### src/ctrl_pkg.sv
package ctrl_pkg;

  //////////////////////////////
  // widths
  //////////////////////////////

  // interrupt id width, fixed by the interrupt controller
  localparam int unsigned IRQ_ID_W = 5;

  //////////////////////////////
  // controller state
  //////////////////////////////

  // main controller states, debug states removed
  typedef enum logic [3:0] {
    RESET,
    BOOT_SET,
    WAIT_SLEEP,
    SLEEP,
    FIRST_FETCH,
    DECODE,
    FLUSH,
    IRQ_TAKEN
  } ctrl_state_e;

  //////////////////////////////
  // decoder view
  //////////////////////////////

  // raw levels from the decoder and the id stage
  typedef struct packed {
    logic valid;        // instruction in id is valid
    logic illegal;      // decoder saw an illegal encoding
    logic ecall;
    logic mret;
    logic pipe_flush;   // fence / wfi style flush request
    logic branch_set;   // branch taken, target ready
    logic jump_set;     // jump target ready
    logic branch_in_id;
    logic multicycle;   // id holds a multicycle operation
  } insn_flags_t;

  // one event per instruction after priority resolution
  typedef enum logic [2:0] {
    EV_NONE,
    EV_BRANCH,
    EV_JUMP,
    EV_ECALL,
    EV_ILLEGAL,
    EV_MRET,
    EV_FLUSH
  } insn_event_e;

  // request from the interrupt controller
  typedef struct packed {
    logic                req;
    logic [IRQ_ID_W-1:0] id;
  } irq_req_t;

endpackage

### src/trap_pkg.sv
package trap_pkg;

  //////////////////////////////
  // cause codes
  //////////////////////////////

  // mcause width, top bit marks an interrupt
  localparam int unsigned CAUSE_W = 6;

  // synchronous exception codes from the privileged spec
  localparam logic [CAUSE_W-1:0] EXC_CAUSE_ILLEGAL_INSN = 6'd2;
  localparam logic [CAUSE_W-1:0] EXC_CAUSE_ECALL_MMODE  = 6'd11;

  //////////////////////////////
  // pc selection
  //////////////////////////////

  // fetch stage pc source
  // encodings match the if stage mux
  typedef enum logic [2:0] {
    PC_BOOT      = 3'b000,
    PC_JUMP      = 3'b010,
    PC_EXCEPTION = 3'b100,
    PC_ERET      = 3'b101
  } pc_mux_e;

  // vector offset select inside the exception table
  typedef enum logic [1:0] {
    EXC_PC_ILLINSN = 2'b00,
    EXC_PC_ECALL   = 2'b01,
    EXC_PC_IRQ     = 2'b11
  } exc_pc_e;

  //////////////////////////////
  // controller outputs
  //////////////////////////////

  // pc redirect towards the fetch stage
  typedef struct packed {
    logic    set;      // load new pc this cycle
    pc_mux_e mux;
    exc_pc_e exc_mux;  // only meaningful with PC_EXCEPTION
  } pc_req_t;

  // csr save / restore strobes
  typedef struct packed {
    logic               save_if;       // mepc from if stage pc
    logic               save_id;       // mepc from id stage pc
    logic               save_cause;
    logic               restore_mret;  // pop mstatus on mret
    logic [CAUSE_W-1:0] cause;
  } csr_ctrl_t;

endpackage

### src/insn_event_sel.sv
`timescale 1ns/100ps

module insn_event_sel (
  input  ctrl_pkg::insn_flags_t insn_i,
  output ctrl_pkg::insn_event_e ev_o
);

  import ctrl_pkg::*;

  //////////////////////////////
  // event priority
  //////////////////////////////

  // decoder flags may overlap, e.g. illegal together with mret
  // first match wins, so fsm and trap unit see the same event
  always_comb begin
    ev_o = EV_NONE;
    if (insn_i.valid) begin
      if (insn_i.branch_set) begin
        ev_o = EV_BRANCH;
      end else if (insn_i.jump_set) begin
        ev_o = EV_JUMP;
      end else if (insn_i.ecall) begin
        ev_o = EV_ECALL;
      end else if (insn_i.illegal) begin
        ev_o = EV_ILLEGAL;
      end else if (insn_i.mret) begin
        ev_o = EV_MRET;
      end else if (insn_i.pipe_flush) begin
        ev_o = EV_FLUSH;
      end else begin
        // plain instruction, nothing special
        ev_o = EV_NONE;
      end
    end
    // invalid slot always maps to EV_NONE
  end

endmodule

### src/ctrl_fsm.sv
`timescale 1ns/100ps

module ctrl_fsm (
  input  logic                            clk,
  input  logic                            rst_n,

  input  logic                            fetch_enable_i,
  input  logic                            id_ready_i,
  input  logic                            m_ie_i,
  input  logic                            instr_valid_i,
  input  ctrl_pkg::insn_event_e           ev_i,
  input  ctrl_pkg::irq_req_t              irq_i,
  input  logic                            branch_in_id_i,
  input  logic                            multicycle_i,

  output ctrl_pkg::ctrl_state_e           state_o,
  output logic                            ctrl_busy_o,
  output logic                            instr_req_o,
  output logic                            first_fetch_o,
  output logic                            is_decoding_o,
  output logic                            halt_if_o,
  output logic                            halt_id_o,
  output logic                            deassert_we_o,
  output logic                            irq_ack_o,
  output logic                            exc_kill_o,
  output logic [ctrl_pkg::IRQ_ID_W-1:0]   irq_id_o
);

  import ctrl_pkg::*;

  ctrl_state_e state_q;
  ctrl_state_e state_d;

  // interrupt pending and allowed by mstatus.mie
  logic irq_pending;
  // id stage can be abandoned without losing work
  logic irq_safe;

  assign irq_pending = irq_i.req & m_ie_i;
  assign irq_safe    = ~multicycle_i & ~branch_in_id_i;

  //////////////////////////////
  // next state and levels
  //////////////////////////////

  always_comb begin
    state_d       = state_q;
    ctrl_busy_o   = 1'b1;
    instr_req_o   = 1'b1;
    first_fetch_o = 1'b0;
    is_decoding_o = 1'b0;
    halt_if_o     = 1'b0;
    halt_id_o     = 1'b0;
    irq_ack_o     = 1'b0;
    exc_kill_o    = 1'b0;

    unique case (state_q)
      // idle after reset until fetch is enabled
      RESET: begin
        ctrl_busy_o = 1'b0;
        instr_req_o = 1'b0;
        if (fetch_enable_i) begin
          state_d = BOOT_SET;
        end
      end

      // boot address is loaded by the trap unit here
      BOOT_SET: begin
        state_d = FIRST_FETCH;
      end

      // one cycle to let the pipe drain before sleeping
      WAIT_SLEEP: begin
        ctrl_busy_o = 1'b0;
        instr_req_o = 1'b0;
        halt_if_o   = 1'b1;
        halt_id_o   = 1'b1;
        state_d     = SLEEP;
      end

      // wake on fetch enable or any irq request, enabled or not
      SLEEP: begin
        ctrl_busy_o = 1'b0;
        instr_req_o = 1'b0;
        halt_if_o   = 1'b1;
        halt_id_o   = 1'b1;
        if (fetch_enable_i || irq_i.req) begin
          state_d = FIRST_FETCH;
        end
      end

      // wait for the first instruction to reach id
      FIRST_FETCH: begin
        first_fetch_o = 1'b1;
        if (id_ready_i) begin
          state_d = DECODE;
        end
        // pipe is empty here, irq wins over decode
        if (irq_pending) begin
          state_d   = IRQ_TAKEN;
          halt_if_o = 1'b1;
          halt_id_o = 1'b1;
        end
      end

      DECODE: begin
        if (instr_valid_i) begin
          is_decoding_o = 1'b1;
          unique case (ev_i)
            EV_BRANCH, EV_JUMP: begin
              // redirect happens in this cycle, keep decoding
              state_d = DECODE;
            end
            EV_ECALL, EV_ILLEGAL, EV_MRET, EV_FLUSH: begin
              // freeze if and id, trap handling next cycle
              state_d   = FLUSH;
              halt_if_o = 1'b1;
              halt_id_o = 1'b1;
            end
            default: begin
              if (irq_pending && irq_safe) begin
                state_d   = IRQ_TAKEN;
                halt_if_o = 1'b1;
                halt_id_o = 1'b1;
              end else begin
                // irq raised but masked, tell ex to drop the op
                exc_kill_o = irq_i.req & irq_safe;
              end
            end
          endcase
        end else if (irq_pending) begin
          // empty slot, take the irq straight away
          state_d   = IRQ_TAKEN;
          halt_if_o = 1'b1;
          halt_id_o = 1'b1;
        end
      end

      // single cycle, trap unit drives pc and cause
      IRQ_TAKEN: begin
        irq_ack_o = 1'b1;
        state_d   = DECODE;
      end

      // instruction held in id while the redirect is issued
      FLUSH: begin
        halt_if_o = ~fetch_enable_i;
        halt_id_o = 1'b1;
        if (!fetch_enable_i && (ev_i == EV_MRET || ev_i == EV_FLUSH)) begin
          state_d = WAIT_SLEEP;
        end else begin
          state_d = DECODE;
        end
      end

      default: begin
        instr_req_o = 1'b0;
        state_d     = RESET;
      end
    endcase
  end

  // id passes through, the ack qualifies it
  assign irq_id_o = irq_i.id;

  // no register writes from bubbles or illegal encodings
  assign deassert_we_o = ~is_decoding_o | (ev_i == EV_ILLEGAL);

  assign state_o = state_q;

  //////////////////////////////
  // state register
  //////////////////////////////

  always_ff @(posedge clk or negedge rst_n) begin
    if (!rst_n) begin
      state_q <= RESET;
    end else begin
      state_q <= state_d;
    end
  end

endmodule

### src/trap_ctrl.sv
`timescale 1ns/100ps

module trap_ctrl (
  input  ctrl_pkg::ctrl_state_e          state_i,
  input  ctrl_pkg::insn_event_e          ev_i,
  input  logic [ctrl_pkg::IRQ_ID_W-1:0]  irq_id_i,
  output trap_pkg::pc_req_t              pc_o,
  output trap_pkg::csr_ctrl_t            csr_o,
  output logic [trap_pkg::CAUSE_W-1:0]   exc_cause_o,
  output logic                           exc_ack_o
);

  import ctrl_pkg::*;
  import trap_pkg::*;

  //////////////////////////////
  // redirect and csr control
  //////////////////////////////

  always_comb begin
    // quiet defaults, no redirect and no csr update
    pc_o.set            = 1'b0;
    pc_o.mux            = PC_BOOT;
    pc_o.exc_mux        = EXC_PC_IRQ;
    csr_o.save_if       = 1'b0;
    csr_o.save_id       = 1'b0;
    csr_o.save_cause    = 1'b0;
    csr_o.restore_mret  = 1'b0;
    csr_o.cause         = '0;
    exc_cause_o         = '0;
    exc_ack_o           = 1'b0;

    unique case (state_i)
      BOOT_SET: begin
        pc_o.set = 1'b1;
        pc_o.mux = PC_BOOT;
      end

      // taken branch or jump, target comes from id
      DECODE: begin
        if (ev_i == EV_BRANCH || ev_i == EV_JUMP) begin
          pc_o.set = 1'b1;
          pc_o.mux = PC_JUMP;
        end
      end

      // interrupt entry, mepc from the if stage
      IRQ_TAKEN: begin
        pc_o.set         = 1'b1;
        pc_o.mux         = PC_EXCEPTION;
        pc_o.exc_mux     = EXC_PC_IRQ;
        exc_cause_o      = {1'b0, irq_id_i};
        csr_o.save_cause = 1'b1;
        // mcause interrupt flag in the top bit
        csr_o.cause      = {1'b1, irq_id_i};
        csr_o.save_if    = 1'b1;
        exc_ack_o        = 1'b1;
      end

      // faulting instruction still in id, mepc from there
      FLUSH: begin
        unique case (ev_i)
          EV_ECALL: begin
            pc_o.set         = 1'b1;
            pc_o.mux         = PC_EXCEPTION;
            pc_o.exc_mux     = EXC_PC_ECALL;
            csr_o.save_id    = 1'b1;
            csr_o.save_cause = 1'b1;
            csr_o.cause      = EXC_CAUSE_ECALL_MMODE;
            exc_cause_o      = EXC_CAUSE_ECALL_MMODE;
          end
          EV_ILLEGAL: begin
            pc_o.set         = 1'b1;
            pc_o.mux         = PC_EXCEPTION;
            pc_o.exc_mux     = EXC_PC_ILLINSN;
            csr_o.save_id    = 1'b1;
            csr_o.save_cause = 1'b1;
            csr_o.cause      = EXC_CAUSE_ILLEGAL_INSN;
            exc_cause_o      = EXC_CAUSE_ILLEGAL_INSN;
          end
          EV_MRET: begin
            pc_o.set           = 1'b1;
            pc_o.mux           = PC_ERET;
            csr_o.restore_mret = 1'b1;
          end
          // pipe flush only refetches, no redirect
          default: begin
            pc_o.set = 1'b0;
          end
        endcase
      end

      default: begin
        pc_o.set = 1'b0;
      end
    endcase
  end

endmodule

### src/zr_controller.sv
`timescale 1ns/100ps

module zr_controller (
  input  logic                           clk,
  input  logic                           rst_n,

  input  logic                           fetch_enable_i,
  input  ctrl_pkg::insn_flags_t          insn_i,
  input  ctrl_pkg::irq_req_t             irq_i,
  input  logic                           m_ie_i,
  input  logic                           id_ready_i,

  // status
  output logic                           ctrl_busy_o,
  output logic                           instr_req_o,
  output logic                           first_fetch_o,
  output logic                           is_decoding_o,
  output logic                           deassert_we_o,

  // stalls
  output logic                           halt_if_o,
  output logic                           halt_id_o,

  // interrupt and exception handshake
  output logic                           irq_ack_o,
  output logic [ctrl_pkg::IRQ_ID_W-1:0]  irq_id_o,
  output logic [trap_pkg::CAUSE_W-1:0]   exc_cause_o,
  output logic                           exc_ack_o,
  output logic                           exc_kill_o,

  // fetch redirect and csr control
  output trap_pkg::pc_req_t              pc_o,
  output trap_pkg::csr_ctrl_t            csr_o
);

  import ctrl_pkg::*;

  insn_event_e ev;
  ctrl_state_e state;

  //////////////////////////////
  // decoder flags to event
  //////////////////////////////

  insn_event_sel u_event_sel (
    .insn_i (insn_i),
    .ev_o   (ev)
  );

  //////////////////////////////
  // state machine
  //////////////////////////////

  ctrl_fsm u_fsm (
    .clk            (clk),
    .rst_n          (rst_n),
    .fetch_enable_i (fetch_enable_i),
    .id_ready_i     (id_ready_i),
    .m_ie_i         (m_ie_i),
    .instr_valid_i  (insn_i.valid),
    .ev_i           (ev),
    .irq_i          (irq_i),
    .branch_in_id_i (insn_i.branch_in_id),
    .multicycle_i   (insn_i.multicycle),
    .state_o        (state),
    .ctrl_busy_o    (ctrl_busy_o),
    .instr_req_o    (instr_req_o),
    .first_fetch_o  (first_fetch_o),
    .is_decoding_o  (is_decoding_o),
    .halt_if_o      (halt_if_o),
    .halt_id_o      (halt_id_o),
    .deassert_we_o  (deassert_we_o),
    .irq_ack_o      (irq_ack_o),
    .exc_kill_o     (exc_kill_o),
    .irq_id_o       (irq_id_o)
  );

  //////////////////////////////
  // pc and csr side
  //////////////////////////////

  trap_ctrl u_trap (
    .state_i     (state),
    .ev_i        (ev),
    .irq_id_i    (irq_i.id),
    .pc_o        (pc_o),
    .csr_o       (csr_o),
    .exc_cause_o (exc_cause_o),
    .exc_ack_o   (exc_ack_o)
  );

endmodule

### config.mk
export PLATFORM = sky130hd
export DESIGN_NAME = zr_controller
export DESIGN_NICKNAME = d
export VERILOG_FILES = /design/src/ctrl_pkg.sv /design/src/trap_pkg.sv /design/src/insn_event_sel.sv /design/src/ctrl_fsm.sv /design/src/trap_ctrl.sv /design/src/zr_controller.sv
export SDC_FILE = /design/constraint.sdc
export NUM_CORES = 1
export LEC_CHECK = 0
export ABC_AREA = 1
export BUFFER_PORTS_ARGS = -buffer_cell sky130_fd_sc_hd__buf_4
export CORE_ASPECT_RATIO = 1.1
export CORE_MARGIN = 2
export CORE_UTILIZATION = 30
export DETAILED_ROUTE_END_ITERATION = 10
export GPL_TIMING_DRIVEN = 0
export PLACE_DENSITY = 0.62
export SETUP_SLACK_MARGIN = 0.2
export SKIP_LAST_GASP = 1
export SYNTH_ARGS = -nofsm -noshare
export SYNTH_HDL_FRONTEND = slang
export SYNTH_SLANG_ARGS = --single-unit
### constraint.sdc
create_clock -name clk -period 1.5 [get_ports clk]
set_clock_uncertainty 0.15 [all_clocks]
set_input_delay 0.3 -clock clk [delete_from_list [all_inputs] [get_ports clk]]
set_output_delay 0.3 -clock clk [all_outputs]
set_load 0.1 [all_outputs]
; ---- After elaboration in Yosys (flattened, before gate mapping)
; Index checks and enable logic that the tools add are counted.
[word_totals]
input_bits = 20
regBits = 4
wordCells = 93
[op_classes]
bitwise_logic = 8
n_eq_ne = 18
muxes = 48
reduce_logical = 18
[ops]
columns = op, n
row1 = 4-bit two-way mux, 8
row2 = 4-bit one-hot mux with 8 select lines, 1
row3 = 3-bit two-way mux, 8
row4 = 6-bit one-hot mux with 2 select lines, 2
row5 = 1-bit two-way mux, 17
row6 = 4-bit by 3-bit == test with 1-bit output (second input constant), 4
row7 = 4-bit one-hot mux with 2 select lines, 2
row8 = 3-bit == test (second input constant), 3
row9 = 3-bit one-hot mux with 3 select lines, 1
row10 = 3-bit OR reduction, 3
row11 = 4-bit by 2-bit == test with 1-bit output (second input constant), 2
row12 = 2-bit OR reduction, 4
row13 = 3-bit by 2-bit == test with 1-bit output (second input constant), 2
row14 = 3-bit by 2-bit inequality test with 1-bit output (second input constant), 2
row15 = 1-bit one-hot mux with 3 select lines, 2
row16 = 3-bit one-hot mux with 2 select lines, 1
row17 = 6-bit OR reduction, 1
row18 = 5-bit by 4-bit inequality test with 1-bit output (second input constant), 1
row19 = 5-bit AND reduction, 1
row20 = 5-bit OR reduction, 1
row21 = 4-bit by 1-bit == test with 1-bit output (second input constant), 1
row22 = 4-bit logical NOT, 1
row23 = 2-bit two-way mux, 2
row24 = 1-bit NOT, 4
row25 = other kinds (12), 18

; ---- Longest topological paths before layout
[logic_depth]
depth_word = 12
depth_mapped = 13

; ---- Hierarchy
; From an unflattened synthesis, not the netlist that was laid out.
[hier_totals]
hier_cells = 180
area_unflattened_um2 = 932.1
[modules_own_cells]
columns = mod, seq_area_each_um2, area_each_um2, instances, cells_per_inst
row1 = ctrl_fsm, 75.1, 568.0, 1, 105
row2 = trap_ctrl, 0.0, 289.0, 1, 58
row3 = insn_event_sel, 0.0, 75.1, 1, 17

; ---- Worst setup path after synthesis
; No wires, ideal clock.
[synth_path]
kind = register to output
startpoint = reg u_fsm.state_q[2], in the netlist u_fsm.state_o[2]
endpoint = out exc_cause_o[2] in the netlist's numbering
path_buffers = 1
arrival_time_ns = 3.888
t_required_ns = 1.050
stages_incl_launch_ff = 6
slack_ns = -2.838
cell_sequence = dfrtp_1 > inv_4 > nor3_2 > inv_2 > nor2_1 > buf_4
[synth_via]
elab_chain_cells = 2
elab_cells_between_ends = 3
[synth_rtl]
columns = item, line
row1 = start: declaration, ctrl_fsm.sv:31  ; ctrl_state_e state_q;
row2 = start signal: assignment, ctrl_fsm.sv:179  ; state_q <= state_d;
row3 = 4-bit by 3-bit == test with 1-bit output, trap_ctrl.sv:33  ; unique case (state_i)
row4 = 6-bit one-hot mux with 2 select lines (*), trap_ctrl.sv:33
row5 = end: declaration, zr_controller.sv:27  ; output logic [trap_pkg::CAUSE_W-1:0] exc_cause_o,
; Mark *: on every way between the ends. The rest lies on a longest branch, timed or not.

; ---- Worst setup path in the final report
[layout_path]
startpoint = in insn_i[5] in the netlist's numbering
endpoint = out halt_if_o
[layout_via]
elab_chain_cells = 11
elab_cells_between_ends = 17
[layout_rtl]
columns = item, line
row1 = start: declaration, zr_controller.sv:8  ; input ctrl_pkg::insn_flags_t insn_i,
row2 = 3-bit two-way mux (*), insn_event_sel.sv:27  ; end else if (insn_i.mret) begin
row3 = 3-bit two-way mux (*), insn_event_sel.sv:25  ; end else if (insn_i.illegal) begin
row4 = 3-bit two-way mux (*), insn_event_sel.sv:23  ; end else if (insn_i.ecall) begin
row5 = 3-bit two-way mux (*), insn_event_sel.sv:21  ; end else if (insn_i.jump_set) begin
row6 = 3-bit two-way mux (*), insn_event_sel.sv:19  ; if (insn_i.branch_set) begin
row7 = 3-bit two-way mux (*), insn_event_sel.sv:18  ; if (insn_i.valid) begin
row8 = 3-bit by 2-bit == test with 1-bit output (tied with other cells), ctrl_fsm.sv:109  ; unique case (ev_i)
row9 = 4-bit OR reduction / 2-bit OR reduction (equally long branches), --
row10 = 1-bit one-hot mux with 2 select lines (*), ctrl_fsm.sv:109
row11 = 1-bit two-way mux (*), ctrl_fsm.sv:107  ; if (instr_valid_i) begin
row12 = 1-bit one-hot mux with 4 select lines (*), ctrl_fsm.sv:57  ; unique case (state_q)
row13 = end: declaration, zr_controller.sv:21  ; output logic halt_if_o,
; Marks and branches as above.

==> results.md <==
- The flow ran to the end, but the final reports show violations.
- The final reports fail on negative setup slack.
- The reg-to-reg critical path endpoint is u_fsm.state_o[1]$_DFFE_PN0P_.
- The most critical setup path has its startpoint at insn_i[5].
- For the pin with the worst max-slew slack, the measured transition is 0.4888 ns.
- In the final routed layout, each cell accounts on average for 23.88 µm.
- The average vias per placed instance is 5.785.
- The number of port buffers is 55.
- Summing over every cut layer, the via total after detailed routing is 1533.
- Setup violations remaining at the end of the flow were counted as 34.
- The H-tree depth reported by CTS is 1.
- The areal power density over the cells is 2139 nW/µm².
- The detailed router finished its first iteration with 126 violations.
- After synthesis the netlist holds a flip-flop and latch count of 3.
- For this run, the share of the core covered by cells in the final layout is 0.9666.
- IR analysis of the VDD net gives a maximum drop of 3.367 mV.
- The required time of the critical path is 1.05 ns.
- Clock tree synthesis selected as its root buffer the cell clkbuf_4.
- The number of global-route vias before repair was 1241.
- The top-level I/O count is 57.
- The data arrival time of the critical path is 1.97 ns.
- The remaining antenna violation count after routing is 0.
- The number of max-cap violations is 0.
- The worst hold-check path type is input pin to asynchronous set/reset pin.
- Of the total synthesized cell area, the portion taken by AND, OR, NAND and NOR gates is 0.5772.
- The overall fraction of global-route tracks in use is 0.2791.
- The synthesized instance count is 136.
- The remaining max-slew budget at the tightest pin is 0.6716.
- The number of pins with negative max-slew slack in the final report is 0.
- The initial antenna violation count is 0.
- The routed design could run at a clock period as short as 2.420 ns.
- The cell area that synthesis handed to floorplanning was 778.2 µm².
- The design draws 5.111 mW.
- Of all nets on the critical path, the largest fanout is 7.
- The register with the most flip-flops in the layout has 3 of them.
- The internal reg-to-reg setup slack is -0.65 ns.
- For this run, design rule violations remaining after detail routing come to 0.
- The critical path endpoint is halt_if_o.
- Synthesis produced a netlist with a net count of 156.
- The path type of the worst setup path is input pin to output pin.
- In this run, CTS created clock tree buffers numbering 3.
- The global-route wire length before repair is 6299 µm.
- The later pin in the worst-skew pair is clocked with a latency of 0.26 ns.
- Setup repair after global routing could not meet its margin everywhere.
- Averaged over all synthesized cells, the footprint is 5.722 µm².
- The full die area is 3018 µm².
- Counting along the longest clock path gives a buffer depth of 2.
- The clock sink count is 3.
- For this run, the top clock speed supported by timing is 413.2 MHz.
- The sequential cell area fraction in the yosys report is 0.09646.
- The worst register-to-register path begins at u_fsm.state_o[1]$_DFFE_PN0P_.
- For this run, the number of Yosys warnings is 0.
- TritonCTS built the clock tree.
- The mux share of post-synthesis cell area is 0.
- The kind of launch point of the worst setup path is an input pin.
- The final weighted congestion in routability-driven placement is 0.7664.
- The die height is 57.42 µm.
- The largest individual stage delay along the critical path comes from the cell o211ai_1.
- The repair_antennas step left the layout with diodes totalling 0.
- The total wire length after detailed routing is 6327 µm.
- By area, the combinational part of the netlist is dominated by simple AND/OR/NAND/NOR gates.
- The post-synthesis to final-layout area growth is 207.1%.
- Global routing finished with a remaining overflow of 0.
- In this run the standard cell core region covers 2472 µm².
- Leaving out fill and tap cells, the most frequent cell in the layout is buf_4.
- After the last flow step, the layout net total stands at 255.
- The post-DP HPWL is 2025 µm.
- The worst-case reg-to-reg path depth is 14.
- In the layout the commonest cells are buf_4 (57), buf_12 (27), buf_6 (18), nand2_1 (14), nand2_2 (12).
- The synthesized-area fraction occupied by ao, oa, aoi and oai cells is 0.06752.
- The largest stage delay on the critical path is 0.25 ns.
- The number of iterations in the first detailed-routing pass is 7.
- The static leakage is 1.133 nW.
- The maximum number of pins on one net before global-route repair is 9.
- The final worst-path cycle share is 1.613.
- Of the total synthesized cell area, the portion taken by full adders, half adders and majority gates is 0.
- The number of different library cells in the post-synthesis netlist is 25.
- The minimum setup slack in the final design is -0.9199 ns.
- Clock-pin slew was measured on the worst setup and hold paths at 0.05 ns.
- Of the cells placed in the final design, the portion with a size suffix greater than 1 is 0.7735.
- The number of endpoints with negative hold slack in the final report is 0.
- The xor/xnor cell area share of the yosys netlist is 0.
- Walking the worst path, the cells encountered are buf_4 -> nor2_1 -> nand2_1 -> nand3_4 -> inv_1 -> nor2_4 -> inv_1 -> o211ai_1 -> buf_4 -> nand3_4 -> buf_8.
- The capturing element type of the critical path is an output pin.
- Measured along the x axis, the die boundary spans 52.56 µm.
- The initial core utilization is 0.3148.
- The site row count is 19.
==> worst min path at each step <==
stage | start | slack (ns) | end
6_report | rst_n | 0.27 | u_fsm.state_o[2]$_DFFE_PN0P_
5_1_grt | rst_n | 0.28 | u_fsm.state_o[2]$_DFFE_PN0P_
4_1_cts | irq_i[5] | 0.24 | u_fsm.state_o[1]$_DFFE_PN0P_
3_5_place_dp | rst_n | -0.06 | u_fsm.state_o[0]$_DFFE_PN0P_
3_3_place_gp | rst_n | -0.06 | u_fsm.state_o[1]$_DFFE_PN0P_
2_1_floorplan | rst_n | -0.15 | u_fsm.state_o[0]$_DFFE_PN0P_
==> power breakdown <==
group | internal (mW) | switching (mW) | total (mW)
clock network | 0.101 | 0.0682 | 0.170
logic | 1.70 | 3.04 | 4.74
registers | 0.128 | 0.0736 | 0.201
==> cell usage after synthesis <==
cell type	count	share of area
o21ai_0	3	0.019
dfrtp_1	3	0.096
nand3_4	1	0.023
nor4_1	2	0.016
nand2_1	32	0.15
a21oi_1	2	0.013
nor3_1	4	0.026
nor2_4	3	0.043
inv_1	17	0.082
o211ai_1	1	0.0096
nor2_2	2	0.016
inv_4	1	0.0080
buf_4	13	0.13
inv_2	8	0.039
nand3_2	2	0.026
nand3_1	11	0.071
nor3_2	3	0.039
nor4_4	1	0.027
o21ai_1	1	0.0064
o21bai_1	1	0.0096
nor2_1	15	0.072
nand4_1	1	0.0080
conb_1	1	0.0048
a211oi_1	1	0.0096
nand2_2	7	0.056
==> routing by layer <==
metal | part of all wire | GRT usage | wire length, µm
met2 | 0.50 | 0.4929 | 3171
met5 | 0 | 0 | 0
met1 | 0.34 | 0.3435 | 2136
met3 | 0.088 | 0.02356 | 558
met4 | 0.073 | 0.1062 | 461
==> worst max-delay path, delay by kind of cell <==
kind / cells / cell delay [ns]
AND/OR/NAND/NOR: 5 / 0.66
buffers and inverters: 5 / 0.75
AO/OA/AOI/OAI: 1 / 0.25
==> cells by family (layout without fill, tap and decap cells) <==
logic type	Yosys count	in the layout
other	1	1
DFF	3	3
AOI/OAI and AO/OA	9	9
buffers and inverters	39	137
and+or+nand+nor	84	84
==> stage by stage <==
stage                     setup TNS, ns  hold WS (ns)  std cells  setup slack [ns]  cell area (µm²)
after detailed placement         -15.44      -0.06112        222           -0.8845             1509
after floorplan                  -27.68       -0.1456        136            -1.517             1057
final                            -23.09        0.2688        265           -0.9199             2390
after global placement           -15.42      -0.06243        222           -0.8413             1509
after CTS                        -16.57        0.2410        248           -0.7108             2127
after global routing             -23.59        0.2774        265           -0.9811             2390
==> repair_timing <==
item,CTS,global route
hold endpoints to repair,3,0
buffers inserted,21,17
pin swaps,6,12
resized for setup,105,34
setup endpoints to repair,34,34
hold buffers,1,0
==> layout make-up <==
type                       instances  area [µm²]
timing repair buffer              94        1112
sequential                         3       77.57
inverter                          26       156.4
buffer                            13       141.4
multi-input combinational         94       837.1
clock buffer                       4       26.28
tap                               31       38.79
fill                              50       82.58
Power figures use the tool's default switching activity.
